File: config.mk
export PLATFORM = sky130hd
export DESIGN_NAME = pic_ram
export DESIGN_NICKNAME = d
export VERILOG_FILES = /design/src/screen_pkg.sv /design/src/pic_ram.sv
export VERILOG_INCLUDE_DIRS = /design/src /design/src/include
export SDC_FILE = /design/constraint.sdc
export NUM_CORES = 2
export LEC_CHECK = 0
export BUFFER_PORTS_ARGS = -buffer_cell sky130_fd_sc_hd__buf_2
export CAP_MARGIN = 15
export CELL_PAD_IN_SITES_DETAIL_PLACEMENT = 0
export CELL_PAD_IN_SITES_GLOBAL_PLACEMENT = 1
export CORE_MARGIN = 4
export CORE_UTILIZATION = 60
export DETAILED_ROUTE_END_ITERATION = 10
export PLACE_DENSITY = 0.93
export SYNTH_ARGS = -nofsm -noshare
export SYNTH_HDL_FRONTEND = slang
export SYNTH_SLANG_ARGS = --single-unit
File: constraint.sdc
create_clock -name clk -period 3.2 [get_ports clk]
set_clock_uncertainty 0.1 [all_clocks]
set_input_delay 0 -clock clk [delete_from_list [all_inputs] [get_ports clk]]
set_output_delay 0 -clock clk [all_outputs]
set_load 0.05 [all_outputs]
File: src/include/screen_macros.svh
// ******************************
// screen macros
// screen geometry, picture windows,
// buffer depth and APB address map
// ******************************
`ifndef SCREEN_MACROS_SVH
`define SCREEN_MACROS_SVH

`define SCREEN_W    64          // reduced screen
`define SCREEN_H    48
`define COORD_W     6           // bits per pixel coordinate

`define BG_W        32          // background, drawn at double scale
`define BG_H        24

`define START_X0    16          // start picture window
`define START_Y0    8
`define START_W     32
`define START_H     16

`define OVER_X0     16          // game-over picture window
`define OVER_Y0     20
`define OVER_W      32
`define OVER_H      8

`define FIFO_DEPTH  4
`define PIC_AW      10          // covers the largest picture

`define ADDR_CTRL   16'h0000
`define ADDR_BG     16'h1000
`define ADDR_START  16'h2000
`define ADDR_OVER   16'h3000

`endif

File: src/screen_pkg.sv
// ******************************
// screen_pkg
// game mode and picture word types
// ******************************
`default_nettype none

package screen_pkg;

	typedef enum logic [1:0] {
		MODE_START = 2'd0,
		MODE_PLAY  = 2'd1,
		MODE_OVER  = 2'd2
	} game_mode_t;                  // 3 is rejected at the register

	typedef struct packed {
		logic [2:0] r;
		logic [2:0] g;
		logic [1:0] b;
	} rgb332_t;                     // background colour

	typedef struct packed {
		logic [4:0] pad;
		logic       r_set;
		logic       g_set;
		logic       b_set;
	} mask3_t;                      // overlay channel mask

	// one stored byte, read either way depending on the picture
	typedef union packed {
		rgb332_t rgb;
		mask3_t  mask;
	} pic_word_u;

endpackage

`default_nettype wire

File: src/pic_ram.sv
// ******************************
// pic_ram
// picture memory, registered read
// ******************************
`default_nettype none
`timescale 1ns/1ps
`include "screen_macros.svh"

module pic_ram import screen_pkg::*; #(
	parameter int DEPTH = 256
) (
	input  wire                clk,
	input  wire                we,
	input  wire  [`PIC_AW-1:0] waddr,
	input  wire  pic_word_u    wdata,
	input  wire  [`PIC_AW-1:0] raddr,
	output pic_word_u          rdata
);

	localparam int AW = $clog2(DEPTH);

	pic_word_u mem [DEPTH];

	always_ff @(posedge clk)
	begin
		if (we)
			mem[waddr[AW-1:0]] <= wdata;
		rdata <= mem[raddr[AW-1:0]];        // data one cycle after the address
	end

endmodule

`default_nettype wire

* Yosys cells after proc, flatten, opt, wreduce, memory -nomap -nowiden
Memories as Yosys holds them, arrays and structs flattened. A register that Yosys moved wholly into a read port is not among the register bits.
Index checks and enable logic that the tools add are counted.
** Cells by class
- Reduce and logical (&&, ||, !) cells :: 0
- Divide/modulo/power cells :: 0
- Shift-type cells :: 0
- Multiplexer cells :: 2
- Bitwise gates (word level) :: 0
- Add/subtract/negate cells :: 0
- Eq/ne operators :: 0
- Magnitude comparators :: 0
- $mul :: 0
** Operator list (count)
- $mux W1 :: 2
** Word-level totals
- Bits in latches :: 0
- Memories :: 1
- Output and inout bits :: 8
- Bits in read-only memories :: 0
- Register bits :: 0
- Input port bits :: 30
- Memory bits (writable) :: 2048
** Memory list
- mem :: depth 256, bits a word 8, rd ports 1, clocked after memory_dff 1, wr ports 1, line pic_ram.sv:22 : pic_word_u mem [DEPTH];

* Longest topological paths before layout
- Depth in word-level cells :: 2
- Mapped depth :: 11

* Least setup slack after synthesis
No wires, ideal clock.
- Path type :: in2reg
- From :: input port raddr[0]
- To :: register rdata[2] in the netlist's numbering (read register of mem)
- Data arrival time :: 1.807 ns
- Stages :: 9
- Setup slack :: 1.162 ns
- Cell sequence :: buf_6 buf_12 buf_8 buf_2 mux4_2 a22oi_1 a21oi_1 nor4_1 nor4_2
** RTL lines
- start: declaration :: line pic_ram.sv:16 : input wire [`PIC_AW-1:0] raddr,
- end: declaration :: line pic_ram.sv:17 : output pic_word_u rdata

==> impl_metrics.py <==
metrics = {
    "layout": {
        "instances_no_fill": 5962,
        "fillers": 7273,
        "nets": 4070,
        "drive_gt1_share_pct": 25.5,
        "area_delta_synth_final_pct": 12.7,
    },
    "placed_design": {
        "preCtsSetupSlack_ps": -106,
        "io_buffer_count": 33,
        "place_congestion": 0.862,
        "dp_cells": 5581,
        "post-dp-hpwl_um": 117000,
    },
    "clocking": {
        "ctsResizeCount": 0,
        "cts.htree.levels": 4,
        "cts-root-buf": "clkbuf_16",
        "cts_buffers": 190,
        "post_cts_buffers": 0,
        "cts_tree": "yes",
        "cts.reportedPaths.clkPinSlew_ps": 60,
        "clock-sinks": 2056,
        "clk-insertion-delay-late_ps": 830,
        "clockBufferDepth": 3,
    },
    "sta": {
        "hold_viol": 0,
        "tns_ps": 0,
        "finalCritPeriodShare_pct": 95.5,
        "setup_viol": 0,
        "period_needed_ps": 3060,
        "slew_headroom_pct": 27.8,
        "rsz0062_at_grt": "no",
        "fmaxAchievable_ghz": 0.327,
        "worst_pin_slew_ps": 1070,
        "finalWorstSetupSlack_ps": 143,
        "slew_violations": 0,
    },
    "global_routing": {
        "grt_first_pass_wirelength_um": 300000,
        "antenna_found_initial": 14,
        "globalRouteTotalUtil_pct": 30.3,
        "grt_pass1_vias": 42600,
        "gr-total-overflow": 0,
        "grt_max_degree": 120,
    },
    "synth": {
        "netlist.area_leader.share_pct": 77.3,
        "synth.most_common_cell": "edfxtp_1",
        "ys_warn_count": 0,
        "netlist_top_cells_count": "edfxtp_1 (2048), mux4_2 (454), nor2_1 (282)",
        "ys_top_cells_by_area": "edfxtp_1 (77%), mux4_2 (13%), mux2i_1 (1.7%)",
        "synthArstFlopShare_pct": 0,
        "synthXorXnorAreaFrac_pct": 0,
        "synthCells": 3733,
        "synth-simple-area-share_pct": 2.63,
        "synth-compound-area-share_pct": 3.42,
        "synth-seq-cells": 2056,
        "yosysSeqAreaShare_pct": 77.5,
        "yosysTopAreaCell": "edfxtp_1",
        "synth_edf_count": 2048,
        "avgSynthCellArea_um2": 21.3,
        "muxShareOfSynthArea_pct": 14.6,
        "synth_fa_ha_area_share_pct": 0,
        "synth_top_family_by_area": "multiplexers",
        "netlist_area_um2": 79600,
        "syn_nets": 3763,
        "ys_types": 55,
        "ys.flop_type": "edfxtp_1",
    },
    "die": {
        "pin_count": 38,
        "die_x_um": 372,
        "die_h_um": 372,
        "core_area_um2": 132000,
        "start_util_pct": 60.4,
        "rows": 133,
        "die-area_um2": 138000,
    },
    "hold_path": {
        "worstHoldStart": "wdata[7]",
        "min_to": "mem[60][7]",
        "hold_class": "primary input to flop",
        "hold_path_depth": 2,
    },
    "critical_path": {
        "rrSetupSlack_ps": 310,
        "critPathMaxFanout": 14,
        "critPathTopFamily": "simple AND/OR/NAND/NOR gates",
        "cpPeakStageDelay_ps": 990,
        "worst-path-buf-inv": 4,
        "reg2reg_depth": 6,
        "crit_type": "primary input to flop",
        "r2r_end": "rdata[7]",
        "slowest_stage": "nor4_1",
        "critical_path_arrival_ps": 3610,
        "cp-end-kind": "flop",
        "startpoint_type": "primary input",
        "worstPathCellList": "dlygate4sd3_1 > buf_2 > buf_4 > and3_1 > o221ai_1 > o22ai_1 > nor3_1 > nor4_1 > buf_4 > nor4_1",
        "reg2reg_from": "mem[246][7]",
        "worst_ep_required_time_ps": 3750,
    },
    "pwr": {
        "leakagePower_nw": 28.1,
        "irDropWorstVdd_mv": 0.616,
        "p_per_area_nw_per_um2": 616,
        "finalPower_mw": 55.3,
    },
    "drt": {
        "wirelength_um": 205000,
        "vias": 42100,
        "wl_per_cell_um": 34.5,
        "ant_nets": 0,
        "drc": 0,
        "avgViaCountPerCell": 7.07,
        "first_iter_violations": 7682,
        "firstDrtPassIters": 6,
    },
    "run_status": {
        "outcome": "finished clean",
    },
    "run": {
        "drv_cap": 0,
    },
}
## kinds of logic (layout without fill, tap and decap cells)
kind of cell           Yosys count  count (layout)
DFF                           2056            2056
AOI/OAI and AO/OA              385             385
other                            0              10
buffers and inverters          235             699
muxes                          591             591
and+or+nand+nor                466             466
## cells in the final DEF, fill, tap and decap left out, types with 5 or more instances in the layout
cell type      synthesis  routed
nor3_1                22      22
nand2b_1               8       8
nor2b_1               31      28
inv_6                  0       7
clkbuf_16              0     196
nand4_1               10      10
nor2_1               282     279
dfxtp_1                8       8
o221ai_1              46      46
diode_2                0      10
o22a_1                 5       5
o211ai_1              10      10
clkbuf_8               0      10
buf_4                 27     255
o21ai_0               10      10
clkinv_2               0      25
nor4_1                24      24
clkinvlp_4             0      16
a21oi_1               96      96
nand3_1               34      34
a211oi_1              16      16
bufinv_16              0      18
buf_2                 31      22
edfxtp_1            2048    2048
a22o_1                 8       8
a22oi_1              133     133
buf_12                 8      39
clkbuf_1             111      40
o22ai_1               28      28
a221oi_1              13      13
clkinv_1               1      38
dlygate4sd3_1          0      22
and2_1                 6       6
mux4_2               454     454
clkinv_4               0       7
nand2_1               33      33
mux2i_1              134     134
## power breakdown
group / total (mW) / internal [mW] / switching (mW) / leakage (nW)
clock: 22.6 / 12.7 / 9.87 / 2.96
sequential: 29.7 / 29.7 / 0.0583 / 18.5
combinational: 2.94 / 1.03 / 1.91 / 6.68
## routing by layer
layer  vias up  GRT usage [%]  wire length, um  part of all wire [%]
met5         -              0               44                 0.021
met4         8           13.6            11000                   5.3
met3       703           8.40            28300                    14
li1      16300              -                -                     -
met1     21500           40.5            67400                    33
met2      3651           47.5            98800                    48
## repair_timing
action,4_1_cts,5_1_grt
endpoints found under the setup margin,0,0
hold endpoints to repair,1368,0
hold buffers,22,0
## metrics by stage
step           cell area, um2  hold WS (ps)  util, %
3_5_place_dp            83300           467     63.3
4_1_cts                 89600           203     68.1
6_report                89700           265     68.1
5_1_grt                 89600           271     68.1
2_1_floorplan           79600         -1.13        -
3_3_place_gp            83300           476     63.3
## worst max-delay path by stage
| stage | depth (start not counted) | slack, ps | endpoint | start |
|---|---|---|---|---|
| after floorplan | 9 | 1160 | rdata[2] | raddr[0] |
| after CTS | 5 | 270 | rdata[4] | mem[84][4] |
| final | 10 | 140 | rdata[7] | raddr[4] |
| after global routing | 10 | 260 | rdata[7] | raddr[4] |
| after global placement | 9 | -60 | rdata[7] | raddr[0] |
| after detailed placement | 9 | -110 | rdata[7] | raddr[0] |
## final cells by class
class	instances	area, um2	area share [%]
antenna	10	25.0	0.0279
clock buffer	238	5080	5.67
clock inverter	111	1060	1.19
inverter	2	7.51	0.00837
multi-input combinational	1442	16500	18.4
sequential	2056	61700	68.8
tap	1755	2200	2.45
timing repair buffer	348	3170	3.53
## flip-flops by register name, summed over array words and instances (netlist names)
register  flops
mem        2048
rdata         8
Power figures use the tool's default switching activity.
