## src/include/screen_macros.svh

```systemverilog
// ******************************
// screen macros
// screen geometry, picture windows,
// buffer depth and APB address map
// ******************************
`ifndef SCREEN_MACROS_SVH
`define SCREEN_MACROS_SVH

`define SCREEN_W    64          // reduced screen
`define SCREEN_H    48
`define COORD_W     6           // bits per pixel coordinate

`define BG_W        32          // background, drawn at double scale
`define BG_H        24

`define START_X0    16          // start picture window
`define START_Y0    8
`define START_W     32
`define START_H     16

`define OVER_X0     16          // game-over picture window
`define OVER_Y0     20
`define OVER_W      32
`define OVER_H      8

`define FIFO_DEPTH  4
`define PIC_AW      10          // covers the largest picture

`define ADDR_CTRL   16'h0000
`define ADDR_BG     16'h1000
`define ADDR_START  16'h2000
`define ADDR_OVER   16'h3000

`endif

```

## src/screen_pkg.sv

```systemverilog
// ******************************
// screen_pkg
// game mode and picture word types
// ******************************
`default_nettype none

package screen_pkg;

	typedef enum logic [1:0] {
		MODE_START = 2'd0,
		MODE_PLAY  = 2'd1,
		MODE_OVER  = 2'd2
	} game_mode_t;                  // 3 is rejected at the register

	typedef struct packed {
		logic [2:0] r;
		logic [2:0] g;
		logic [1:0] b;
	} rgb332_t;                     // background colour

	typedef struct packed {
		logic [4:0] pad;
		logic       r_set;
		logic       g_set;
		logic       b_set;
	} mask3_t;                      // overlay channel mask

	// one stored byte, read either way depending on the picture
	typedef union packed {
		rgb332_t rgb;
		mask3_t  mask;
	} pic_word_u;

endpackage

`default_nettype wire

```

## src/pixel_if.sv

```systemverilog
// ******************************
// pixel_if
// pixel request with valid/ready
// ******************************
`default_nettype none
`timescale 1ns/1ps
`include "screen_macros.svh"

interface pixel_if import screen_pkg::*; ();
	logic                valid;
	logic                ready;
	logic [`COORD_W-1:0] x;
	logic [`COORD_W-1:0] y;
	game_mode_t          mode;      // mode of the frame this pixel belongs to

	modport source (output valid, output x, output y, output mode, input ready);
	modport sink   (input valid, input x, input y, input mode, output ready);
endinterface

`default_nettype wire

```

## src/pixel_scan.sv

```systemverilog
// ******************************
// pixel_scan
// walks whole frames in raster order
// ******************************
`default_nettype none
`timescale 1ns/1ps
`include "screen_macros.svh"

module pixel_scan import screen_pkg::*; (
	input  wire             clk,
	input  wire             rst,
	input  wire             scan_en,
	input  wire game_mode_t mode,
	pixel_if.source         req
);

	logic                active;
	logic [`COORD_W-1:0] x_q;
	logic [`COORD_W-1:0] y_q;
	game_mode_t          mode_q;
	logic                xfer;
	logic                last_x;
	logic                last_y;

	assign xfer   = req.valid && req.ready;
	assign last_x = (x_q == `COORD_W'(`SCREEN_W - 1));
	assign last_y = (y_q == `COORD_W'(`SCREEN_H - 1));

	assign req.valid = active;
	assign req.x     = x_q;
	assign req.y     = y_q;
	assign req.mode  = mode_q;

	always_ff @(posedge clk)
	begin
		if (rst)
		begin
			active <= 1'b0;
			x_q    <= '0;
			y_q    <= '0;
			mode_q <= MODE_START;
		end
		else if (!active)
		begin
			if (scan_en)
			begin
				active <= 1'b1;
				x_q    <= '0;
				y_q    <= '0;
				mode_q <= mode;     // latched for the whole frame
			end
		end
		else if (xfer)
		begin
			if (!last_x)
				x_q <= x_q + 1'b1;
			else
			begin
				x_q <= '0;
				if (!last_y)
					y_q <= y_q + 1'b1;
				else
				begin
					y_q <= '0;
					// disable only stops us at a frame end
					if (scan_en)
						mode_q <= mode;
					else
						active <= 1'b0;
				end
			end
		end
	end

	a_stall_holds: assert property (@(posedge clk) disable iff (rst)
		req.valid && !req.ready |=> req.valid && $stable(req.x) && $stable(req.y));

endmodule

`default_nettype wire

```

## src/flat_wrapper.sv

```systemverilog
// flat-port wrapper written by rule: the top's interface ports become plain ports
module pixel_scan_flat import screen_pkg::*;
  (clk, rst, scan_en, mode, req_valid, req_x, req_y, req_mode, req_ready);
  pixel_if req_i ();
  input  wire clk;
  input  wire rst;
  input  wire scan_en;
  input  wire game_mode_t mode;
  output wire logic [$bits(req_i.valid)-1:0] req_valid;
  output wire logic [$bits(req_i.x)-1:0] req_x;
  output wire logic [$bits(req_i.y)-1:0] req_y;
  output wire logic [$bits(req_i.mode)-1:0] req_mode;
  input wire logic [$bits(req_i.ready)-1:0] req_ready;
  assign req_valid = req_i.valid;
  assign req_x = req_i.x;
  assign req_y = req_i.y;
  assign req_mode = req_i.mode;
  assign req_i.ready = req_ready;
  pixel_scan u_core (.clk(clk), .rst(rst), .scan_en(scan_en), .mode(mode), .req(req_i));
endmodule
```

## config.mk

```make
export PLATFORM = sky130hd
export DESIGN_NAME = pixel_scan_flat
export DESIGN_NICKNAME = d
export VERILOG_FILES = /design/src/screen_pkg.sv /design/src/pixel_if.sv /design/src/pixel_scan.sv /design/src/flat_wrapper.sv
export VERILOG_INCLUDE_DIRS = /design/src /design/src/include
export SDC_FILE = /design/constraint.sdc
export NUM_CORES = 1
export LEC_CHECK = 0
export BUFFER_PORTS_ARGS = -buffer_cell sky130_fd_sc_hd__buf_2
export CORE_ASPECT_RATIO = 1.75
export CORE_MARGIN = 5
export CORE_UTILIZATION = 23
export DETAILED_ROUTE_END_ITERATION = 8
export PLACE_DENSITY = 0.44
export SLEW_MARGIN = 25
export SYNTH_ARGS = -nofsm -noshare
export SYNTH_HDL_FRONTEND = slang
export SYNTH_SLANG_ARGS = --single-unit
```

## constraint.sdc

```tcl
create_clock -name clk -period 3.18 [get_ports clk]
set_clock_uncertainty 0.1 [all_clocks]
set_input_delay 0.159 -clock clk [delete_from_list [all_inputs] [get_ports clk]]
set_output_delay 0.159 -clock clk [all_outputs]
set_load 0.01 [all_outputs]
```

# == After elaboration in Yosys (flattened, before gate mapping) ==
# Index checks and enable logic that the tools add are counted.
# word_totals
wordCells,34
ff_bits,15
out_inout_bits,15
in_bits,6
# op_classes
n_eq_ne,5
muxes,18
addsub,2
reduce_logical,5
# op_table
cell,n
$mux 6,8
$add 6x1->6 const B,2
$eq 6x6->1 const B,2
$mux 2,5
$ne 2x2->1 const B,3
$reduce_and 3->1,2
$mux 1,5
$reduce_and 2->1,1
$reduce_bool 2->1,1
$logic_and 1x1->1,1

# == Longest topological paths before layout ==
# depth
ltp_word,5
ltp_mapped,6

# == Least setup slack after synthesis ==
# No wires, ideal clock.
# synth_path
path_kind,reg2reg
from,"reg u_core.y_q[0], in the netlist u_core.req.y[0]"
to,"reg u_core.mode_q[0], in the netlist u_core.req.mode[0]"
required_time_ns,3.008
slack_ns,1.355
synth_period_minus_slack_ns,1.825
arrival_ns,1.653
stages_incl_launch_ff,7
path_cell_list,dfxtp_1 > ha_1 > nand3_2 > or3b_1 > buf_6 > o31ai_4 > mux2i_1
# synth_via
elab_chain_len,3
# synth_rtl
element,line,rtl
"start, declared",pixel_scan.sv:19,logic [`COORD_W-1:0] y_q;
"start signal, assigned",pixel_scan.sv:61,y_q <= y_q + 1'b1;
$eq 6x6->1,pixel_scan.sv:27,assign last_y = (y_q == `COORD_W'(`SCREEN_H - 1));
$ne 2x2->1 (no source line),--,
$reduce_and 3->1 (no source line),--,
"end signal, assigned",pixel_scan.sv:50,mode_q <= mode;
"end signal, assigned",pixel_scan.sv:67,mode_q <= mode;
"end, declared",pixel_scan.sv:20,game_mode_t mode_q;
# No other way between the ends.
# A chain may end at the register's enable or synchronous reset.

# == Final worst setup path ==
# Same ends and word-level chain as after synthesis.

==> results list <==
- Counting every net in the synthesized netlist gives 94.
- Fraction of power spent switching nets: 23.3%
- Final period utilization: 59.5%
- TritonCTS clock tree: done
- Post-layout instance count excluding filler cells: 149
* Minimum period implied by the final worst setup slack: 1.89 ns
* Antenna diodes: 0
- First DRT Iteration DRCs: 9
- Total global routing overflow: 0
- DIE AREA: 0.00462 mm^2
- Input and output buffers added on the ports amount to 20.
- met2 is the most crowded layer.
* Largest voltage drop on the vdd net: 0.000217 V
- CTS sink cnt: 15
* Gp weighted congestion: 0.790
- First-pass GRT wire length: 3230 um
* Crit path launch type: register
- Arrival time of data at the critical path endpoint: 1.97 ns
- Startpoint-to-endpoint class of the critical path: register to register
- Cts repair resizes: 0
- For this run, design rule violations remaining after detail routing come to 0.
- Power comes to 385 uW.
- Synthesis-stage register bit count: 15
* Slew of the pin with the lowest slew margin: 0.490 ns
* Logic gate share of total power: 8.4%
* Number of buffers on the longest clock path: 2
- Pwr Density: 410 mW/mm^2
- Clock Pin Slew Worst Setup and Hold Paths: 0.06 ns
- Cells traversed along the worst timing path: ha_1 -> nand3_2 -> or3b_1 -> o31ai_4 -> mux2i_1
- Setup violations remaining at the end of the flow were counted as 0.
* Synth top area cells: dfxtp_1 (39%), mux2i_1 (6.5%), nand2b_1 (4.1%)
- Worst slew slack as a fraction of its limit: 66.4%
- Int Power: 295 uW
- Setup repair after global routing left no endpoint under its margin.
- Via count of the first global-routing pass: 719
- Total number of vias: 675
- Boundary pin count: 21
* Mean area per synthesized cell: 8.89 um^2
- Dividing the detail-routed via count by the number of cells gives 4.53.
- Fraction of the yosys area taken by sequential cells: 39.3%
- The initial utilization of the core area, before any placement, comes to 24.1%.
- The post-route netlist has 24.5% of its cells at a drive strength greater than 1.
* Static Leak: 0.375 nW
- Clock latency on the worst-skew pair, taken at its later pin, is 0.24 ns.
* Number of max-slew violations in the final report: 0
- The floorplan step defined a core boundary enclosing 0.00318 mm^2.
* H-Tree Level Count: 1
- Least setup slack across all paths after layout: 1.29 ns
- Slowest cell on the critical path: or3b_1
* Post-Place Worst Slack: 1.30 ns
- Once detail routing completed, the nets flagged for antenna violations numbered 0.
- From bottom edge to top edge, the die measures 86.3 um.
* Crit path capture type: register
* Longest individual stage delay on the worst path: 0.51 ns
- Once layout is complete, the utilization of the core stands at 29.6%.
- The area growth from synthesis to layout is 22.7%.
- The die is 53.6 um wide.
- Final setup TNS: 0 ns
* Data required time of the critical path: 3.26 ns
* Met1 track utilization from global routing: 9.80%
* Seq pwr share: 51.3%
- CP Max Fanout: 6
* Post-detailed-route wirelength per cell: 12.5 um
- Global routing used 17.0% of the available met2 tracks.
- The count of endpoints failing hold in the final timing report is 0.
* Largest area contributor in the synthesized netlist: dfxtp_1
- Quantity of hold-fixing buffers added after cts: 0
* Area of the mapped netlist: 764 um^2
- Summed over all nets, the switching power comes to 89.6 uW.
- For this run, the top clock speed supported by timing is 529 MHz.
* Number of search-and-repair iterations in the first detailed-routing pass: 4
* Power share of the clock group: 40.3%
- Count of buffering cells on the critical path with inverters included: 0
- Path type of the worst min-delay path: input pin to register
- Outcome: finished, final reports clean
- After technology mapping, the gate count stands at 86.
- In the global route stage, met3 resource usage came out at 1.72%.
- In this run the core area contains 27 standard-cell rows.
- Pin count of the biggest net entering global routing: 13
* Count of unique library cells instantiated by Yosys: 33
- Max-cap violations: 0
- Post-CTS Setup Bufs: 0
* Total clock buffers created by CTS: 3
- Root Buffer: clkbuf_8
- In the global route stage, overall resource usage came out at 9.31%.
- Nets@finish: 115
- Gate family responsible for the most delay along the worst path: simple AND/OR/NAND/NOR gates
- Number of antenna violations at the first check in global routing: 0
- Summed over all nets, the half-perimeter wirelength after detailed placement is 1490 um.
- Placed insts: 145
* Total wirelength of the detailed-routed design: 1860 um
* Top-area cell type share of the netlist area: 39.3%
- Number of warnings printed during yosys synthesis: 0
area by class of cell:
cell class / count / area [um^2]
sequential: 15 / 300
fill: 372 / 2240
tap: 43 / 53.8
clock buffer: 4 / 45.0
multi-input combinational: 65 / 432
timing repair buffer: 20 / 100
inverter: 2 / 7.51
per-layer routing:
metal  wire length, um  vias up  part of all wire, %
li1                  -      343                    -
met3                75        2                  4.0
met5                 0        -                    0
met4                14        0                 0.75
met2              1050       15                   57
met1               718      315                   39
worst min-delay path: stages:
cell and delay, ns:
buf_2 0.10, nand2b_1 0.06, mux2i_1 0.06
synth_stat cells:
cell	n
mux2i_1	5
nand3b_1	1
nand2_1	6
and3_2	1
inv_1	2
buf_2	2
xor2_1	1
nor3_1	2
nand4b_1	2
buf_6	1
ha_1	2
o211ai_1	1
o21ai_0	3
a31oi_1	1
o21ai_1	1
mux2_1	1
and3_1	1
nand3_1	6
or3b_1	1
dfxtp_1	15
xnor2_1	3
nor2_1	7
clkbuf_1	1
and2_1	1
nand3_2	1
o31ai_4	1
nand2b_1	5
or3_1	1
a21oi_1	6
nor2b_1	2
nand4_1	1
or4_1	1
and4_1	1
final timing paths:
path	from	endpoint	slack (ns)	cells past startpoint
setup reg to reg	u_core.req.y[0]$_SDFFE_PP0P_	u_core.req.mode[0]$_SDFFE_PP0P_	1.29	5
hold reg to reg	u_core.req.mode[1]$_SDFFE_PP0P_	u_core.req.mode[1]$_SDFFE_PP0P_	0.37	2
hold / removal	mode[1]	u_core.req.mode[1]$_SDFFE_PP0P_	0.07	3
setup / recovery	u_core.req.y[0]$_SDFFE_PP0P_	u_core.req.mode[0]$_SDFFE_PP0P_	1.29	5
cells in the final DEF, fill, tap and decap left out:
master	n
buf_2	20
dfxtp_1	15
nor2_1	7
nand3_1	6
nand2_1	6
a21oi_1	6
nand2b_1	5
mux2i_1	5
o21ai_0	3
xnor2_1	3
clkbuf_8	3
inv_1	2
nor2b_1	2
nand4b_1	2
nor3_1	2
ha_1	2
nand3_2	1
or3b_1	1
and4_1	1
o31ai_4	1
and3_1	1
mux2_1	1
and2_1	1
and3_2	1
or3_1	1
nand4_1	1
a31oi_1	1
nand3b_1	1
xor2_1	1
o211ai_1	1
or4_1	1
o21ai_1	1
clkbuf_1	1
registers in the layout, indices dropped and copies added (netlist names):
name / flops
u_core.req.mode: 2
u_core.req.valid: 1
u_core.req.y: 6
u_core.req.x: 6
power groups by stage:
stage / clock, mW / sequential, mW / combinational (mW)
after global placement: 0 / 0.201 / 0.0325
final: 0.155 / 0.197 / 0.0323
after CTS: 0.159 / 0.197 / 0.0332
after detailed placement: 0 / 0.201 / 0.0332
after floorplan: 0 / 0.201 / 0.0202
after global routing: 0.169 / 0.198 / 0.0362
metrics by stage:
step	hold slack (ns)	area [um^2]
2_1_floorplan	0.214	764
6_report	0.0711	938
4_1_cts	0.0691	938
3_5_place_dp	0.330	893
3_3_place_gp	0.336	893
5_1_grt	0.0917	938
kinds of logic after synthesis:
kind of cell,count (synthesis),share of synthesized area [%]
mux,6,8.02
buf+inv,6,4.26
flops,15,39.3
simple gates,40,29.5
xor+xnor,4,4.58
fa+ha+maj,2,3.27
compound gates,13,11.1
Power figures use the tool's default switching activity.
