[src/include/screen_macros.svh]
// ******************************
// screen macros
// screen geometry, picture windows,
// buffer depth and APB address map
// ******************************
`ifndef SCREEN_MACROS_SVH
`define SCREEN_MACROS_SVH

`define SCREEN_W    64          // reduced screen
`define SCREEN_H    48
`define COORD_W     6           // bits per pixel coordinate

`define BG_W        32          // background, drawn at double scale
`define BG_H        24

`define START_X0    16          // start picture window
`define START_Y0    8
`define START_W     32
`define START_H     16

`define OVER_X0     16          // game-over picture window
`define OVER_Y0     20
`define OVER_W      32
`define OVER_H      8

`define FIFO_DEPTH  4
`define PIC_AW      10          // covers the largest picture

`define ADDR_CTRL   16'h0000
`define ADDR_BG     16'h1000
`define ADDR_START  16'h2000
`define ADDR_OVER   16'h3000

`endif

[src/screen_pkg.sv]
// ******************************
// screen_pkg
// game mode and picture word types
// ******************************
`default_nettype none

package screen_pkg;

	typedef enum logic [1:0] {
		MODE_START = 2'd0,
		MODE_PLAY  = 2'd1,
		MODE_OVER  = 2'd2
	} game_mode_t;                  // 3 is rejected at the register

	typedef struct packed {
		logic [2:0] r;
		logic [2:0] g;
		logic [1:0] b;
	} rgb332_t;                     // background colour

	typedef struct packed {
		logic [4:0] pad;
		logic       r_set;
		logic       g_set;
		logic       b_set;
	} mask3_t;                      // overlay channel mask

	// one stored byte, read either way depending on the picture
	typedef union packed {
		rgb332_t rgb;
		mask3_t  mask;
	} pic_word_u;

endpackage

`default_nettype wire

[src/screen_regs.sv]
// ******************************
// screen_regs
// APB slave: control register and
// picture load strobes
// ******************************
`default_nettype none
`timescale 1ns/1ps
`include "screen_macros.svh"

module screen_regs import screen_pkg::*; (
	input  wire                clk,
	input  wire                rst,
	input  wire                psel,
	input  wire                penable,
	input  wire                pwrite,
	input  wire  [15:0]        paddr,
	input  wire  [31:0]        pwdata,
	output logic [31:0]        prdata,
	output logic               pready,
	output logic               pslverr,
	output game_mode_t         mode,
	output logic               scan_en,
	output logic               we_bg,
	output logic               we_start,
	output logic               we_over,
	output logic [`PIC_AW-1:0] waddr,
	output pic_word_u          wdata
);

	logic        access;
	logic        wr;
	logic [15:0] base;
	logic [11:0] offs;
	logic        hit_ctrl;
	logic        hit_bg;
	logic        hit_start;
	logic        hit_over;
	logic        bad_mode;
	logic        err;

	assign access = psel && penable;            // no wait states
	assign base   = paddr & 16'hf000;
	assign offs   = paddr[11:0];

	assign hit_ctrl  = (paddr == `ADDR_CTRL);
	assign hit_bg    = (base == `ADDR_BG) && (offs < `BG_W * `BG_H);
	assign hit_start = (base == `ADDR_START) && (offs < `START_W * `START_H);
	assign hit_over  = (base == `ADDR_OVER) && (offs < `OVER_W * `OVER_H);

	assign bad_mode = hit_ctrl && pwrite && (pwdata[1:0] == 2'd3);
	assign err      = !(hit_ctrl || hit_bg || hit_start || hit_over) || bad_mode;
	assign wr       = access && pwrite && !err;

	assign pready  = access;
	assign pslverr = access && err;
	assign prdata  = hit_ctrl ? {27'd0, scan_en, 2'd0, mode} : 32'd0;  // pictures read 0

	always_ff @(posedge clk)
	begin
		if (rst)
		begin
			mode    <= MODE_START;
			scan_en <= 1'b0;
		end
		else if (wr && hit_ctrl)
		begin
			mode    <= game_mode_t'(pwdata[1:0]);
			scan_en <= pwdata[4];
		end
	end

	// one-cycle strobes, address and byte follow alongside
	always_ff @(posedge clk)
	begin
		if (rst)
		begin
			we_bg    <= 1'b0;
			we_start <= 1'b0;
			we_over  <= 1'b0;
		end
		else
		begin
			we_bg    <= wr && hit_bg;
			we_start <= wr && hit_start;
			we_over  <= wr && hit_over;
		end
	end

	always_ff @(posedge clk)
	begin
		if (wr)
		begin
			waddr <= offs[`PIC_AW-1:0];
			wdata <= pic_word_u'(pwdata[7:0]);  // low byte only
		end
	end

	a_penable_needs_psel: assert property (@(posedge clk) disable iff (rst)
		penable |-> psel);

endmodule

`default_nettype wire

[config.mk]
export PLATFORM = sky130hd
export DESIGN_NAME = screen_regs
export DESIGN_NICKNAME = d
export VERILOG_FILES = /design/src/screen_pkg.sv /design/src/screen_regs.sv
export VERILOG_INCLUDE_DIRS = /design/src /design/src/include
export SDC_FILE = /design/constraint.sdc
export NUM_CORES = 1
export LEC_CHECK = 0
export BUFFER_PORTS_ARGS = -buffer_cell sky130_fd_sc_hd__buf_4
export CELL_PAD_IN_SITES_DETAIL_PLACEMENT = 1
export CELL_PAD_IN_SITES_GLOBAL_PLACEMENT = 2
export CORE_MARGIN = 2
export CORE_UTILIZATION = 19
export CTS_BUF_LIST = sky130_fd_sc_hd__clkbuf_8
export CTS_CLUSTER_DIAMETER = 80
export DETAILED_ROUTE_END_ITERATION = 10
export HOLD_SLACK_MARGIN = 0.08
export PLACE_DENSITY_LB_ADDON = 0.1
export SYNTH_ARGS = -nofsm -noshare
export SYNTH_HDL_FRONTEND = slang
export SYNTH_SLANG_ARGS = --single-unit
[constraint.sdc]
create_clock -name clk -period 3.2 [get_ports clk]
set_input_delay 0.64 -clock clk [delete_from_list [all_inputs] [get_ports clk]]
set_output_delay 0.64 -clock clk [all_outputs]
set_load 0.05 [all_outputs]
# After elaboration in Yosys (flattened, before gate mapping)
# Cells that the tools add are included.
[classes]
addsub = 0
n_mul = 0
div = 0
magnitude_cmp = 3
eq_ne = 4
shifts = 0
n_mux = 1
bitwise = 0
reduce_logical = 20
[ops]
columns = ["cell", "n"]
rows = [
  ["< comparator 12 x 10 -> 1 bit (second input constant)", 2],
  ["logical NOT 16 bit", 1],
  ["logical AND 1 bit", 13],
  ["< comparator 12 x 9 -> 1 bit (second input constant)", 1],
  ["equality test 4 x 2 -> 1 bit (second input constant)", 2],
  ["two-way mux 5 bit", 1],
  ["equality test 4 x 1 -> 1 bit (second input constant)", 1],
  ["logical OR 1 bit", 4],
  ["equality test 2 bit (second input constant)", 1],
  ["logical NOT 1 bit", 2],
]
[totals]
regBits = 24
latch_bits = 0
ramBits = 0
mem_bits_ro = 0
input_bits = 53
mem_count = 0

# Longest topological paths before layout
[depth]
depth_word = 10
ltp_mapped = 5
ltp_nobuf = 4

# Least setup slack after synthesis
# No wires, ideal clock.
[synth_path]
path_kind = "input to register"
from = "input paddr[11]"
to = "register waddr[0] (enable)"
arrival_time_ns = 2.265
required_ns = 2.801
path_slack_ns = 0.536
cell_stages = 5
n_path_buf = 1
cell_sequence = "nor4_2 and4_1 buf_4 nand2_1 a21oi_1"
[synth_via]
elab_chain_cells = 9
word_cells_on_any_way = 16
cone_classes = "3 x order compare; 13 x reduce/logical"
[synth_rtl]
columns = ["element", "line_no", "text"]
rows = [
  ["from (decl)", "screen_regs.sv:16", "input wire [15:0] paddr,"],
  ["< comparator 12 x 10 -> 1 bit (no line)", "n/a", ""],
  ["logical AND 1 bit", "screen_regs.sv:46", "assign hit_bg = (base == `ADDR_BG) && (offs < `BG_W * `BG_H);"],
  ["logical OR 1 bit (3 in a row)", "screen_regs.sv:51", "assign err = !(hit_ctrl || hit_bg || hit_start || hit_over) || bad_mode;"],
  ["logical NOT 1 bit", "screen_regs.sv:51", ""],
  ["logical OR 1 bit (*)", "screen_regs.sv:51", ""],
  ["logical NOT 1 bit (*)", "screen_regs.sv:52", "assign wr = access && pwrite && !err;"],
  ["logical AND 1 bit (*)", "screen_regs.sv:52", ""],
  ["named net wr", "screen_regs.sv:31", "logic wr;"],
  ["to (signal assigned)", "screen_regs.sv:93", "waddr <= offs[`PIC_AW-1:0];"],
  ["to (decl)", "screen_regs.sv:26", "output logic [`PIC_AW-1:0] waddr,"],
]
# The timed path passes the listed nets; every way through them passes the cells marked *.
# A chain may end at the register's enable or synchronous reset.

# Final worst setup path
[layout_path]
from = "input paddr[1]"
to = "output prdata[4]"
[layout_via]
elab_chain_cells = 2
[layout_rtl]
columns = ["element", "line_no", "text"]
rows = [
  ["logical NOT 16 bit (no line)", "n/a", ""],
  ["two-way mux 5 bit", "screen_regs.sv:56", "assign prdata = hit_ctrl ? {27'd0, scan_en, 2'd0, mode} : 32'd0;"],
  ["to (decl)", "screen_regs.sv:18", "output logic [31:0] prdata,"],
]
# No other way between the ends.

==> results.md <==
- The detailed router finished its first iteration with 12 violations.
- For flop-to-flop paths, the worst setup slack is 2.46 ns.
- CTS built an H-tree with a depth of 1.
- The placement row count is 27.
- Clock skew on the completed layout was measured at 0 ns.
- The final estimated routing congestion in global placement is 0.624.
- Summing the sequential cell areas from Yosys gives 59.0% of the chip area.
- The cell leakage power is 0.684 nW.
- The final wirelength is 2.73 mm.
- The Yosys warning count is 0.
- The run finished with clean final reports.
- The element type at the critical path end is a primary output.
- The total routing usage reported by global routing is 8.20%.
- The initial core utilization is 20.0%.
- The clock net in this run drives a total of 24 sinks.
- Yosys mapped a number of flops with a built-in enable equal to 18.
- The gate count after technology mapping is 92.
- Global routing consumed, on the met2 layer, 14.8% of the routing resources.
- The data required time of the critical path is 2.56 ns.
- Subtracting the final worst setup slack from the clock period gives 2.50 ns.
- The area added between synthesis and finish is 40.9%.
- The endpoint identified for the worst register-to-register timing path is scan_en$_SDFFE_PP0P_.
- The initial antenna violation count is 0.
- The footprint of the multi-input gates is 339 um2.
- The largest net degree at the start of global routing is 19.
- The arrival time reported for the critical path endpoint is 1.86 ns.
- Power spread over the standard cell area amounts to 400 mW/mm2.
- The number of placed instances, taps included, is 221.
- By area the synthesized netlist is led by sky130_fd_sc_hd__edfxtp_1 48%, sky130_fd_sc_hd__buf_4 20%, sky130_fd_sc_hd__dfxtp_1 11%.
- The max-slew violation count is 0.
- The synthesized netlist contains 21 unique library cells.
- The library cell used as clock root buffer is sky130_fd_sc_hd__clkbuf_8.
- The register area is 661 um2.
- For this run, the number of standard cells in the final layout without fillers is 224.
- The biggest area consumer among synthesized cells is sky130_fd_sc_hd__edfxtp_1.
- The die is 80.8 um wide.
- Buffers placed on the I/O ports in this run total 57.
- The clock reaches the later pin of the worst-skew pair after 0.25 ns.
- The y dimension of the die is 80.8 um.
- Clock-pin slew was measured on the worst setup and hold paths at 0.07 ns.
- The number of nets in the layout is 207.
- For this run the aggregate overflow at the end of global routing stands at 0.
- The least setup slack across all paths after layout is 0.701 ns.
- After clock tree synthesis, the repair step resized 0 gates.
- Of the available clock period, the critical path in the final layout requires 78.1%.
- The count of nets left with antenna violations once routing finished came out at 0.
- The number of global-route vias before repair is 830.
- IR analysis of the VDD net gives a maximum drop of 135 uV.
- The max capacitance violation total is 0.
- The cell area after technology mapping is 0.00112 mm2.
- Counting instances, the worst hold path has a depth of 2.
- No sink is reached through more buffers than the 2 on the longest clock path.
- The count of hold-fix buffers inserted at cts is 0.
- The number of inserted diodes is 0.
- The overall die area is 0.00652 mm2.
- The routed via count is 835.
- The share of flip-flops with an asynchronous set or reset after synthesis is 0%.
- Timing would allow up to 400 MHz.
- The number of top-level pins is 111.
- The share of cells above drive strength 1 is 42.8%.
- Before CTS, the worst setup slack after placement is 0.701 ns.
- The met3 usage in global routing is 1.00%.
- TritonCTS built the clock tree.
- The post-CTS setup buffer count is 0.
- In this run the most used layer during global routing was met2.
- The number of flip-flops and latches in the synthesized netlist is 24.
- Of all nets on the critical path, the largest fanout is 10.
- For this run, global-route usage on met1 was measured as 9.81%.
- The worst reg2reg path depth is 3.
- The number of detailed-routing iterations run before antenna repair is 4.
- The setup TNS after final layout is 0 ns.
- Setup repair after global routing left no endpoint under its margin.
- Counting the fill cells in the layout gives 660.
- The top cell type by area accounts for 48.3% of the synthesized area.
- In the final routed layout, each cell accounts on average for 12.2 um.
- The critical path in this run is classified as input pin to primary output.
- The worst register-to-register path begins at scan_en$_SDFFE_PP0P_.
- Setup violations remaining at the end of the flow were counted as 0.
- The type of the worst min-delay path is flip-flop to flip-flop.
- The routed via count divided by cell count is 3.73.
- The most used flip-flop cell after synthesis is sky130_fd_sc_hd__edfxtp_1.
- The total count of hold-check failures in the final report was 0.
- In this run the most critical hold path is launched from mode[1]$_SDFFE_PP0P_.
- STA classifies the critical path startpoint as an input pin.
- In the routed design, unresolved DRC markers number 0.
- The first global-routing pass estimated 4.09 mm of wire.
- A synthesized cell averages 12.2 um2.
- The core region is 0.00561 mm2.
- The path with the worst hold slack has its endpoint at mode[1]$_SDFFE_PP0P_.
- The number of clock buffers added by TritonCTS is 3.
-- worst max-delay path, cell delays in order --
cell	delay, ns
sky130_fd_sc_hd__buf_4	0.11
sky130_fd_sc_hd__nor4_1	0.33
sky130_fd_sc_hd__and4_1	0.27
sky130_fd_sc_hd__buf_4	0.17
sky130_fd_sc_hd__and2_1	0.14
sky130_fd_sc_hd__buf_4	0.19
-- synthesized netlist by cell type (2+ instances only) --
| cell type | number |
|---|---|
| sky130_fd_sc_hd__edfxtp_1 | 18 |
| sky130_fd_sc_hd__dfxtp_1 | 6 |
| sky130_fd_sc_hd__nand2_1 | 4 |
| sky130_fd_sc_hd__buf_4 | 30 |
| sky130_fd_sc_hd__and2_1 | 5 |
| sky130_fd_sc_hd__nand3_1 | 3 |
| sky130_fd_sc_hd__nor2_1 | 2 |
| sky130_fd_sc_hd__a211oi_1 | 2 |
| sky130_fd_sc_hd__nor4_1 | 6 |
| sky130_fd_sc_hd__a21oi_1 | 5 |
-- layer usage --
| layer | wire length (um) | up-vias | share of wire (%) |
|---|---|---|---|
| li1 | - | 393 | - |
| met1 | 1060 | 390 | 39 |
| met2 | 1410 | 50 | 52 |
| met3 | 224 | 2 | 8.2 |
| met4 | 32 | 0 | 1.2 |
| met5 | 0 | - | 0 |
-- flip-flops by register name, indices dropped and copies added (netlist names) --
register and flops:
we_over 1, mode 2, scan_en 1, we_bg 1
wdata 8, waddr 10, we_start 1
-- worst max-delay path by stage --
stage               startpoint            endpoint  depth (start not counted)
global route         paddr[11]             pslverr                          6
finish                paddr[1]           prdata[4]                          6
CTS                   paddr[1]           prdata[4]                          6
global placement     paddr[11]             pslverr                          6
floorplan            paddr[11]  waddr[0]$_DFFE_PP_                          5
detailed placement    paddr[1]           prdata[4]                          6
-- power breakdown --
| group | internal [mW] | total [mW] | switching, mW |
|---|---|---|---|
| logic | 0.0287 | 0.129 | 0.101 |
| registers | 0.334 | 0.335 | 0.000190 |
| clock network | 0.0837 | 0.168 | 0.0839 |
| total | 0.447 | 0.632 | 0.185 |
-- cell usage in the layout, fill, tap and decap left out --
master,n
sky130_fd_sc_hd__o2111ai_1,1
sky130_fd_sc_hd__a211oi_1,2
sky130_fd_sc_hd__clkbuf_8,3
sky130_fd_sc_hd__nand2_1,4
sky130_fd_sc_hd__dfxtp_1,6
sky130_fd_sc_hd__and2_1,5
sky130_fd_sc_hd__and4_1,1
sky130_fd_sc_hd__or3b_2,1
sky130_fd_sc_hd__or4bb_1,1
sky130_fd_sc_hd__conb_1,29
sky130_fd_sc_hd__nor4_2,1
sky130_fd_sc_hd__inv_1,1
sky130_fd_sc_hd__nor2_1,2
sky130_fd_sc_hd__nand3_1,3
sky130_fd_sc_hd__a21oi_2,1
sky130_fd_sc_hd__o21ai_0,1
sky130_fd_sc_hd__a21boi_1,1
sky130_fd_sc_hd__a41o_1,1
sky130_fd_sc_hd__nor4_1,6
sky130_fd_sc_hd__edfxtp_1,18
sky130_fd_sc_hd__a21oi_1,4
sky130_fd_sc_hd__nand3b_1,1
sky130_fd_sc_hd__buf_4,59
-- cell type report --
| type | instances | share of cell area, % |
|---|---|---|
| well taps | 72 | 5.71 |
| clock buffers | 3 | 2.62 |
| flip-flops and latches | 24 | 41.9 |
| multi-input cells | 65 | 21.5 |
| inverters | 1 | 0.238 |
| repair buffers | 59 | 28.1 |
-- through the flow --
stage / utilization [%] / instance area [um2] / hold WS, ns / power (mW)
2_1_floorplan: - / 1220 / 0.713 / 0.459
3_3_place_gp: 27.4 / 1540 / 0.525 / 0.470
3_5_place_dp: 27.4 / 1540 / 0.539 / 0.471
4_1_cts: 28.1 / 1580 / 0.550 / 0.641
5_1_grt: 28.1 / 1580 / 0.545 / 0.661
6_report: 28.1 / 1580 / 0.542 / 0.632
-- cells by family after synthesis --
logic type / synth area share (%)
AOI/OAI and AO/OA: 6.37
buffers and inverters: 20.4
DFF: 59.0
other: 0.335
and+or+nand+nor: 13.9
Note: power is estimated with default switching activity, not from simulation.
