===== src/include/screen_macros.svh =====
// ******************************
// screen macros
// screen geometry, picture windows,
// buffer depth and APB address map
// ******************************
`ifndef SCREEN_MACROS_SVH
`define SCREEN_MACROS_SVH

`define SCREEN_W    64          // reduced screen
`define SCREEN_H    48
`define COORD_W     6           // bits per pixel coordinate

`define BG_W        32          // background, drawn at double scale
`define BG_H        24

`define START_X0    16          // start picture window
`define START_Y0    8
`define START_W     32
`define START_H     16

`define OVER_X0     16          // game-over picture window
`define OVER_Y0     20
`define OVER_W      32
`define OVER_H      8

`define FIFO_DEPTH  4
`define PIC_AW      10          // covers the largest picture

`define ADDR_CTRL   16'h0000
`define ADDR_BG     16'h1000
`define ADDR_START  16'h2000
`define ADDR_OVER   16'h3000

`endif


===== src/screen_pkg.sv =====
// ******************************
// screen_pkg
// game mode and picture word types
// ******************************
`default_nettype none

package screen_pkg;

	typedef enum logic [1:0] {
		MODE_START = 2'd0,
		MODE_PLAY  = 2'd1,
		MODE_OVER  = 2'd2
	} game_mode_t;                  // 3 is rejected at the register

	typedef struct packed {
		logic [2:0] r;
		logic [2:0] g;
		logic [1:0] b;
	} rgb332_t;                     // background colour

	typedef struct packed {
		logic [4:0] pad;
		logic       r_set;
		logic       g_set;
		logic       b_set;
	} mask3_t;                      // overlay channel mask

	// one stored byte, read either way depending on the picture
	typedef union packed {
		rgb332_t rgb;
		mask3_t  mask;
	} pic_word_u;

endpackage

`default_nettype wire


===== src/pixel_if.sv =====
// ******************************
// pixel_if
// pixel request with valid/ready
// ******************************
`default_nettype none
`timescale 1ns/1ps
`include "screen_macros.svh"

interface pixel_if import screen_pkg::*; ();
	logic                valid;
	logic                ready;
	logic [`COORD_W-1:0] x;
	logic [`COORD_W-1:0] y;
	game_mode_t          mode;      // mode of the frame this pixel belongs to

	modport source (output valid, output x, output y, output mode, input ready);
	modport sink   (input valid, input x, input y, input mode, output ready);
endinterface

`default_nettype wire


===== src/screen_compose.sv =====
// ******************************
// screen_compose
// reads the three pictures and mixes
// background and overlay by mode
// ******************************
`default_nettype none
`timescale 1ns/1ps
`include "screen_macros.svh"

module screen_compose import screen_pkg::*; (
	input  wire                 clk,
	input  wire                 rst,
	pixel_if.sink               req,
	output logic [`PIC_AW-1:0]  bg_addr,
	output logic [`PIC_AW-1:0]  start_addr,
	output logic [`PIC_AW-1:0]  over_addr,
	input  wire  pic_word_u     bg_data,
	input  wire  pic_word_u     start_data,
	input  wire  pic_word_u     over_data,
	output logic                pix_valid,
	input  wire                 pix_ready,
	output logic [`COORD_W-1:0] pix_x,
	output logic [`COORD_W-1:0] pix_y,
	output logic [11:0]         pix_rgb
);

	logic                adv;
	logic                pop;
	logic                in_start;
	logic                in_over;
	logic [`PIC_AW-1:0]  bg_a;
	logic [`PIC_AW-1:0]  st_a;
	logic [`PIC_AW-1:0]  ov_a;
	logic [`PIC_AW-1:0]  bg_q;
	logic [`PIC_AW-1:0]  st_q;
	logic [`PIC_AW-1:0]  ov_q;
	logic                s1_valid;
	logic [`COORD_W-1:0] s1_x;
	logic [`COORD_W-1:0] s1_y;
	game_mode_t          s1_mode;
	logic                s1_in_start;
	logic                s1_in_over;
	logic [2:0]          set_rgb;
	logic [3:0]          r4;
	logic [3:0]          g4;
	logic [3:0]          b4;

	assign adv       = pix_ready || !pix_valid;    // hold everything on a stall
	assign pop       = req.valid && adv;
	assign req.ready = adv;

	assign in_start = (req.x >= `START_X0) && (req.x < `START_X0 + `START_W) &&
		(req.y >= `START_Y0) && (req.y < `START_Y0 + `START_H);
	assign in_over = (req.x >= `OVER_X0) && (req.x < `OVER_X0 + `OVER_W) &&
		(req.y >= `OVER_Y0) && (req.y < `OVER_Y0 + `OVER_H);

	assign bg_a = `PIC_AW'((req.y >> 1) * `BG_W + (req.x >> 1));  // double scale
	assign st_a = in_start ?
		`PIC_AW'((req.y - `START_Y0) * `START_W + (req.x - `START_X0)) : '0;
	assign ov_a = in_over ?
		`PIC_AW'((req.y - `OVER_Y0) * `OVER_W + (req.x - `OVER_X0)) : '0;

	// keep re-reading the held pixel so rdata stays put under a stall
	assign bg_addr    = adv ? bg_a : bg_q;
	assign start_addr = adv ? st_a : st_q;
	assign over_addr  = adv ? ov_a : ov_q;

	always_ff @(posedge clk)
	begin
		if (rst)
			s1_valid <= 1'b0;
		else if (adv)
			s1_valid <= pop;
	end

	always_ff @(posedge clk)
	begin
		if (adv)
		begin
			bg_q        <= bg_a;
			st_q        <= st_a;
			ov_q        <= ov_a;
			s1_x        <= req.x;
			s1_y        <= req.y;
			s1_mode     <= req.mode;
			s1_in_start <= in_start;
			s1_in_over  <= in_over;
		end
	end

	always_comb
	begin
		set_rgb = 3'b000;                   // play mode has no overlay
		if (s1_mode == MODE_START && s1_in_start)
			set_rgb = {start_data.mask.r_set, start_data.mask.g_set, start_data.mask.b_set};
		else if (s1_mode == MODE_OVER && s1_in_over)
			set_rgb = {over_data.mask.r_set, over_data.mask.g_set, over_data.mask.b_set};
		r4 = set_rgb[2] ? 4'hf : {bg_data.rgb.r, bg_data.rgb.r[2]};
		g4 = set_rgb[1] ? 4'hf : {bg_data.rgb.g, bg_data.rgb.g[2]};
		b4 = set_rgb[0] ? 4'hf : {bg_data.rgb.b, bg_data.rgb.b};
	end

	always_ff @(posedge clk)
	begin
		if (rst)
			pix_valid <= 1'b0;
		else if (adv)
			pix_valid <= s1_valid;
	end

	always_ff @(posedge clk)
	begin
		if (adv)
		begin
			pix_x   <= s1_x;
			pix_y   <= s1_y;
			pix_rgb <= {r4, g4, b4};
		end
	end

	a_out_stable: assert property (@(posedge clk) disable iff (rst)
		pix_valid && !pix_ready |=> pix_valid && $stable(pix_rgb) &&
		$stable(pix_x) && $stable(pix_y));

endmodule

`default_nettype wire


===== src/flat_wrapper.sv =====
// flat-port wrapper written by rule: the top's interface ports become plain ports
module screen_compose_flat import screen_pkg::*;
  (clk, rst, bg_addr, start_addr, over_addr, bg_data, start_data, over_data, pix_valid, pix_ready, pix_x, pix_y, pix_rgb, req_valid, req_x, req_y, req_mode, req_ready);
  pixel_if req_i ();
  input  wire clk;
  input  wire rst;
  output logic [`PIC_AW-1:0] bg_addr;
  output logic [`PIC_AW-1:0] start_addr;
  output logic [`PIC_AW-1:0] over_addr;
  input  wire  pic_word_u bg_data;
  input  wire  pic_word_u start_data;
  input  wire  pic_word_u over_data;
  output logic pix_valid;
  input  wire pix_ready;
  output logic [`COORD_W-1:0] pix_x;
  output logic [`COORD_W-1:0] pix_y;
  output logic [11:0] pix_rgb;
  input wire logic [$bits(req_i.valid)-1:0] req_valid;
  input wire logic [$bits(req_i.x)-1:0] req_x;
  input wire logic [$bits(req_i.y)-1:0] req_y;
  input wire logic [$bits(req_i.mode)-1:0] req_mode;
  output wire logic [$bits(req_i.ready)-1:0] req_ready;
  assign req_i.valid = req_valid;
  assign req_i.x = req_x;
  assign req_i.y = req_y;
  assign req_i.mode = req_mode;
  assign req_ready = req_i.ready;
  screen_compose u_core (.clk(clk), .rst(rst), .req(req_i), .bg_addr(bg_addr), .start_addr(start_addr), .over_addr(over_addr), .bg_data(bg_data), .start_data(start_data), .over_data(over_data), .pix_valid(pix_valid), .pix_ready(pix_ready), .pix_x(pix_x), .pix_y(pix_y), .pix_rgb(pix_rgb));
endmodule

===== config.mk =====
export PLATFORM = sky130hd
export DESIGN_NAME = screen_compose_flat
export DESIGN_NICKNAME = d
export VERILOG_FILES = /design/src/screen_pkg.sv /design/src/pixel_if.sv /design/src/screen_compose.sv /design/src/flat_wrapper.sv
export VERILOG_INCLUDE_DIRS = /design/src /design/src/include
export SDC_FILE = /design/constraint.sdc
export NUM_CORES = 1
export LEC_CHECK = 0
export ABC_AREA = 1
export BUFFER_PORTS_ARGS = -buffer_cell sky130_fd_sc_hd__buf_2
export CAP_MARGIN = 0
export CORE_MARGIN = 8
export CORE_UTILIZATION = 49
export CTS_CLUSTER_DIAMETER = 40
export DETAILED_ROUTE_END_ITERATION = 6
export PLACE_DENSITY_LB_ADDON = 0.08
export SLEW_MARGIN = 20
export SYNTH_ARGS = -nofsm -noshare
export SYNTH_HDL_FRONTEND = slang
export SYNTH_SLANG_ARGS = --single-unit

===== constraint.sdc =====
create_clock -name clk -period 2.05 [get_ports clk]
set_input_delay 0.3075 -clock clk [delete_from_list [all_inputs] [get_ports clk]]
set_output_delay 0.3075 -clock clk [all_outputs]
set_load 0.005 [all_outputs]

Word-level counts from Yosys, hierarchy flattened
Cells that the tools add are included.
Widths: inputs -> output; s select.
{ "word_totals": {"register_bits": 72, "inputBits": 42, "out_inout_bits": 56, "wordCells": 46} }
{ "op_classes": {"addsub": 6, "order_cmp": 6, "eq_ne": 1, "n_mux": 7, "reduce_logical": 11} }
{ "ops": {"columns": ["cell", "n"], "rows": [
  ["$mux 10", 5],
  ["$add 10x10->10", 2],
  ["$ge 6x5->1 const B", 2],
  ["$lt 6x5->1 const B", 2],
  ["$add 10x5->10", 1],
  ["$logic_and 1x1->1", 8],
  ["$sub 6x5->7 const B", 1],
  ["$ge 6x4->1 const B", 1],
  ["$lt 6x6->1 const B", 1],
  ["$mux 3", 2],
  ["$sub 5x4->5 const B", 1],
  ["$sub 5x5->5 const B", 1],
  ["$eq 2x2->1 const B", 1],
  ["$logic_not 2->1", 1],
  ["$logic_not 1->1", 1],
  ["$logic_or 1x1->1", 1]
]} }

Depth between registers and ports, before layout
{ "logic_depth": {"depth_word": 6, "depth_mapped": 15, "mapped_depth_nobuf": 14} }

Least setup slack after synthesis
OpenSTA, ideal clock, no wires.
{ "synth_path": {"path_kind": "input port to output port", "from": "in req_x[5]", "to": "out start_addr[9]", "arrival_time_ps": 1545, "required_ps": 1742, "setup_slack_ps": 198, "stages": 13, "n_path_buf": 1, "path_cell_list": "inv_1 -> ha_1 -> buf_6 -> nor2_1 -> nor2_2 -> ha_1 -> inv_1 -> nand2_1 -> nand3_1 -> nand2_1 -> nand2_1 -> nand2_1 -> o21ai_1"} }
{ "synth_between": {"elab_chain_cells": 6} }
{ "synth_rtl": {"columns": ["element", "line_no", "rtl"], "rows": [
  ["start, declared", "flat_wrapper.sv:19", "input wire logic [$bits(req_i.x)-1:0] req_x;"],
  ["branches (longest 4 deep; another with $add 10x10->10)", null, null],
  ["$mux 10 *", "screen_compose.sv:58", "assign st_a = in_start ?"],
  ["$mux 10 *", "screen_compose.sv:65", "assign start_addr = adv ? st_a : st_q;"],
  ["end, declared", "flat_wrapper.sv:8", "output logic [`PIC_AW-1:0] start_addr;"]
]} }
Mark *: on every way between the ends.

Final worst setup path
Same ends and word-level chain as after synthesis.

==> flow_metrics.env <==
export IMPL_ant_nets=0
export IMPL_drt_pre_antenna_iters=4
export IMPL_wl_mm=6.38
export IMPL_gr_usage_all_layers_pct=14.6
export IMPL_clock_sinks=68
export IMPL_worst_slack_ps=27.3
export IMPL_clock_latency_ps=330
export IMPL_whs_path_depth=2
export IMPL_max_vdd_ir_drop_v=0.000636
export IMPL_maxSlewViolCount=0
export IMPL_dp_slack_ps=-83.1
export IMPL_timing_max_cap_violations=0
export IMPL_fillCellCount=450
export IMPL_nets=435
export IMPL_crit_arrival_ps=1720
export IMPL_yosysSeqAreaShare_pct=62.3
export IMPL_critPathMaxStageDelay_ps=250
export IMPL_clk_pin_slew_worst_paths_ps=70
export IMPL_synth_area_mm2=0.00277
export IMPL_hold_viol=0
export IMPL_final_layout_size_suffix_gt1_share_pct=42.5
export IMPL_die_width_um=91.1
export IMPL_cp_end_kind="primary output"
export IMPL_dieArea_mm2=0.00830
export IMPL_gp_congestion=0.858
export IMPL_max_slew_margin_rel_pct=79.3
export IMPL_ys_seq_elements=68
export IMPL_finalCritPeriodShare_pct=98.7
export IMPL_vias_per_cell=4.67
export IMPL_p_leak_nw=1.82
export IMPL_worst_hold_path_type="in -> reg"
export IMPL_cp_startpoint="req_x[5]"
export IMPL_status="finished clean"
export IMPL_dp_cells=442
export IMPL_cts_tree="built"
export IMPL_cts_root_buf="clkbuf_8"
export IMPL_io_pin_count=98
export IMPL_crit_path_top_delay_cell="ha_4"
export IMPL_cts_hold_buf=0
export IMPL_drt_initial_drc_count=105
export IMPL_cts_buffers_inserted=9
export IMPL_fmax_mhz=494
export IMPL_final_cells=460
export IMPL_syn_avg_cell_area_um2=10.1
export IMPL_required_ps=1740
export IMPL_p_per_area_mw_per_mm2=819
export IMPL_core_mm2=0.00547
export IMPL_r2r_cells=4
export IMPL_yosys_warnings=0
export IMPL_dpl_hpwl_mm=4.49
export IMPL_tightest_slew_ps=307
export IMPL_grt_pass1_wl_mm=9.80
export IMPL_wl_per_cell_um=13.9
export IMPL_antenna_found_initial=0
export IMPL_path_cells="buf_6 > inv_4 > ha_4 > inv_2 > ha_4 > ha_4 > inv_2 > nand2_4 > nand3_2 > nand2_1 > nand2_1 > nand2_1 > o21ai_2 > buf_2"
export IMPL_timing_rr_start="u_core.pix_valid$_SDFFE_PP0N_"
export IMPL_final_area_mm2=0.00379
export IMPL_rows=27
export IMPL_start_util_pct=50.5
export IMPL_syn_nets=327
export IMPL_synth_cell_types=28
export IMPL_syn_inst=275
export IMPL_vias=2150
export IMPL_finClkSkew_ps=8.86
export IMPL_crit_cells=14
export IMPL_placed_area_mm2=0.00336
export IMPL_fin_crit_ps=2020
export IMPL_crit_type="in -> out"
export IMPL_syn_to_final_growth_pct=37.0
export IMPL_grt_start_max_net_pins=22
export IMPL_rsz0062_at_grt="true"
export IMPL_hold_start="rst"
export IMPL_critPathTopFamily="adder cells"
export IMPL_postLayoutCoreUtil_pct=69.2
export IMPL_grt_pass1_vias=2207
export IMPL_htreeDepth=3
export IMPL_clk_path_buf_depth=2
export IMPL_antenna_cells=0
export IMPL_die_h_um=91.1
export IMPL_path_max_fanout=3
export IMPL_rrSetupSlack_ps=830
export IMPL_overflow=0
export IMPL_io_buffers=87
export IMPL_setup_viol=0
export IMPL_cp_start_kind="input port"
export IMPL_drc_errors=0
export IMPL_crit_buf_inv=5
## synth_stat cells
library cell   n  area [um2]
a21oi_1        1        5.00
a21oi_2        2        17.5
a21oi_4        1        16.3
buf_2          3        15.0
buf_4          5        37.5
buf_6          1        11.3
clkbuf_1       1        3.75
clkbuf_2       1        5.00
dfxtp_1       32         641
edfxtp_1      36        1080
ha_1          10         125
inv_1         24        90.1
inv_2          1        3.75
nand2_1       81         304
nand2_2        2        12.5
nand3_1       14        70.1
nand3_2        1        10.0
nand3b_1       3        22.5
nor2_1        14        52.6
nor2_2         2        12.5
nor2_4         1        11.3
nor3_1         1        5.00
o21ai_0       24         120
o21ai_1        2        10.0
or2_1          1        6.26
or2_2          8        50.1
xnor2_1        2        17.5
xor2_1         1        8.76
## per-stage QoR
step | power (mW) | setup TNS [ps] | hold WS (ps)
global placement | 1.92 | -134 | 401
finish | 3.10 | 0 | 136
floorplan | 1.76 | 0 | 377
detailed placement | 1.93 | -226 | 405
CTS | 3.08 | -77.0 | 121
global route | 3.24 | -148 | 125
## metal layers
metal | GRT usage, % | share of wire [%]
met2 | 23.2 | 48
met1 | 16.6 | 44
met5 | 0 | 0
met3 | 6.09 | 7.0
met4 | 6.82 | 0.82
## cells by family (layout without fill, tap and decap cells)
family,count (synthesis),after routing,share of synthesized area (%)
compound gates,30,30,6.11
fa+ha+maj,10,10,4.52
simple gates,128,129,20.1
xor+xnor,3,3,0.950
flops,68,68,62.3
buf+inv,36,148,6.02
## final timing paths
| path | endpoint |
|---|---|
| worst min register to register | u_core.pix_x[5]$_DFFE_PN_ |
| worst max register to register | u_core.pix_rgb[9]$_SDFFCE_PP1N_ |
| worst max-delay path | start_addr[9] |
| worst min-delay path | u_core.s1_valid$_SDFFE_PP0N_ |
## sequential cells by signal (all words and copies together), names as in the netlist
name                flops
u_core.pix_rgb          8
u_core.s1_in_over       1
u_core.pix_x            6
u_core.s1_mode          2
u_core.s1_x             6
u_core.pix_y            6
u_core.bg_q            10
u_core.pix_valid        1
u_core.st_q            10
u_core.s1_y             6
u_core.ov_q            10
u_core.s1_in_start      1
u_core.s1_valid         1
## report_power, final
part	leakage [nW]	internal, mW	switching [mW]
Combinational	1.06	0.182	0.223
Clock	0.109	0.670	0.475
Sequential	0.642	1.53	0.0233
## worst reg2reg max path, stage by stage (launching register included)
cell	delay [ps]
dfxtp_1	310
inv_1	60
nor2_2	50
inv_4	200
buf_4	280
## what timing repair did
item / CTS / global route
resized for setup: 5 / 48
endpoints found under the setup margin: 6 / 20
gates cloned: 0 / 1
pin swaps: 2 / 13
buffers inserted: 0 / 1
## cell usage in the layout (no fill, tap or decap)
master / instances
buf_4: 18
nor2_4: 2
xnor2_1: 1
buf_2: 85
nor3_1: 1
inv_2: 4
a21oi_2: 1
o21ai_2: 3
nor2_1: 13
or2_4: 1
buf_6: 4
nand2_2: 1
clkinv_2: 1
or2_2: 8
edfxtp_1: 36
inv_4: 2
a21oi_4: 2
ha_1: 4
o21ai_1: 10
clkbuf_8: 10
nand2_1: 80
nor2_2: 2
nand3_2: 6
bufinv_16: 1
ha_4: 6
nand2_4: 3
dfxtp_1: 32
nand3_4: 1
a21oi_1: 1
xor2_2: 1
o21ai_0: 13
inv_1: 19
clkinv_4: 1
clkbuf_16: 1
xnor2_2: 1
nand3b_1: 3
nand3_1: 8
clkbuf_1: 2
## layout make-up
class                           count  area, um2  share of cell area, %
Clock buffer                       13        170                   4.49
Tap cell                           72       90.1                   2.38
Sequential cell                    68       1720                   45.5
Multi-Input combinational cell    172       1060                   27.9
Inverter                           25       98.8                   2.61
Timing Repair Buffer              107        606                   16.0
Clock inverter                      3       43.8                   1.16
(Power assumes the default switching activity.)
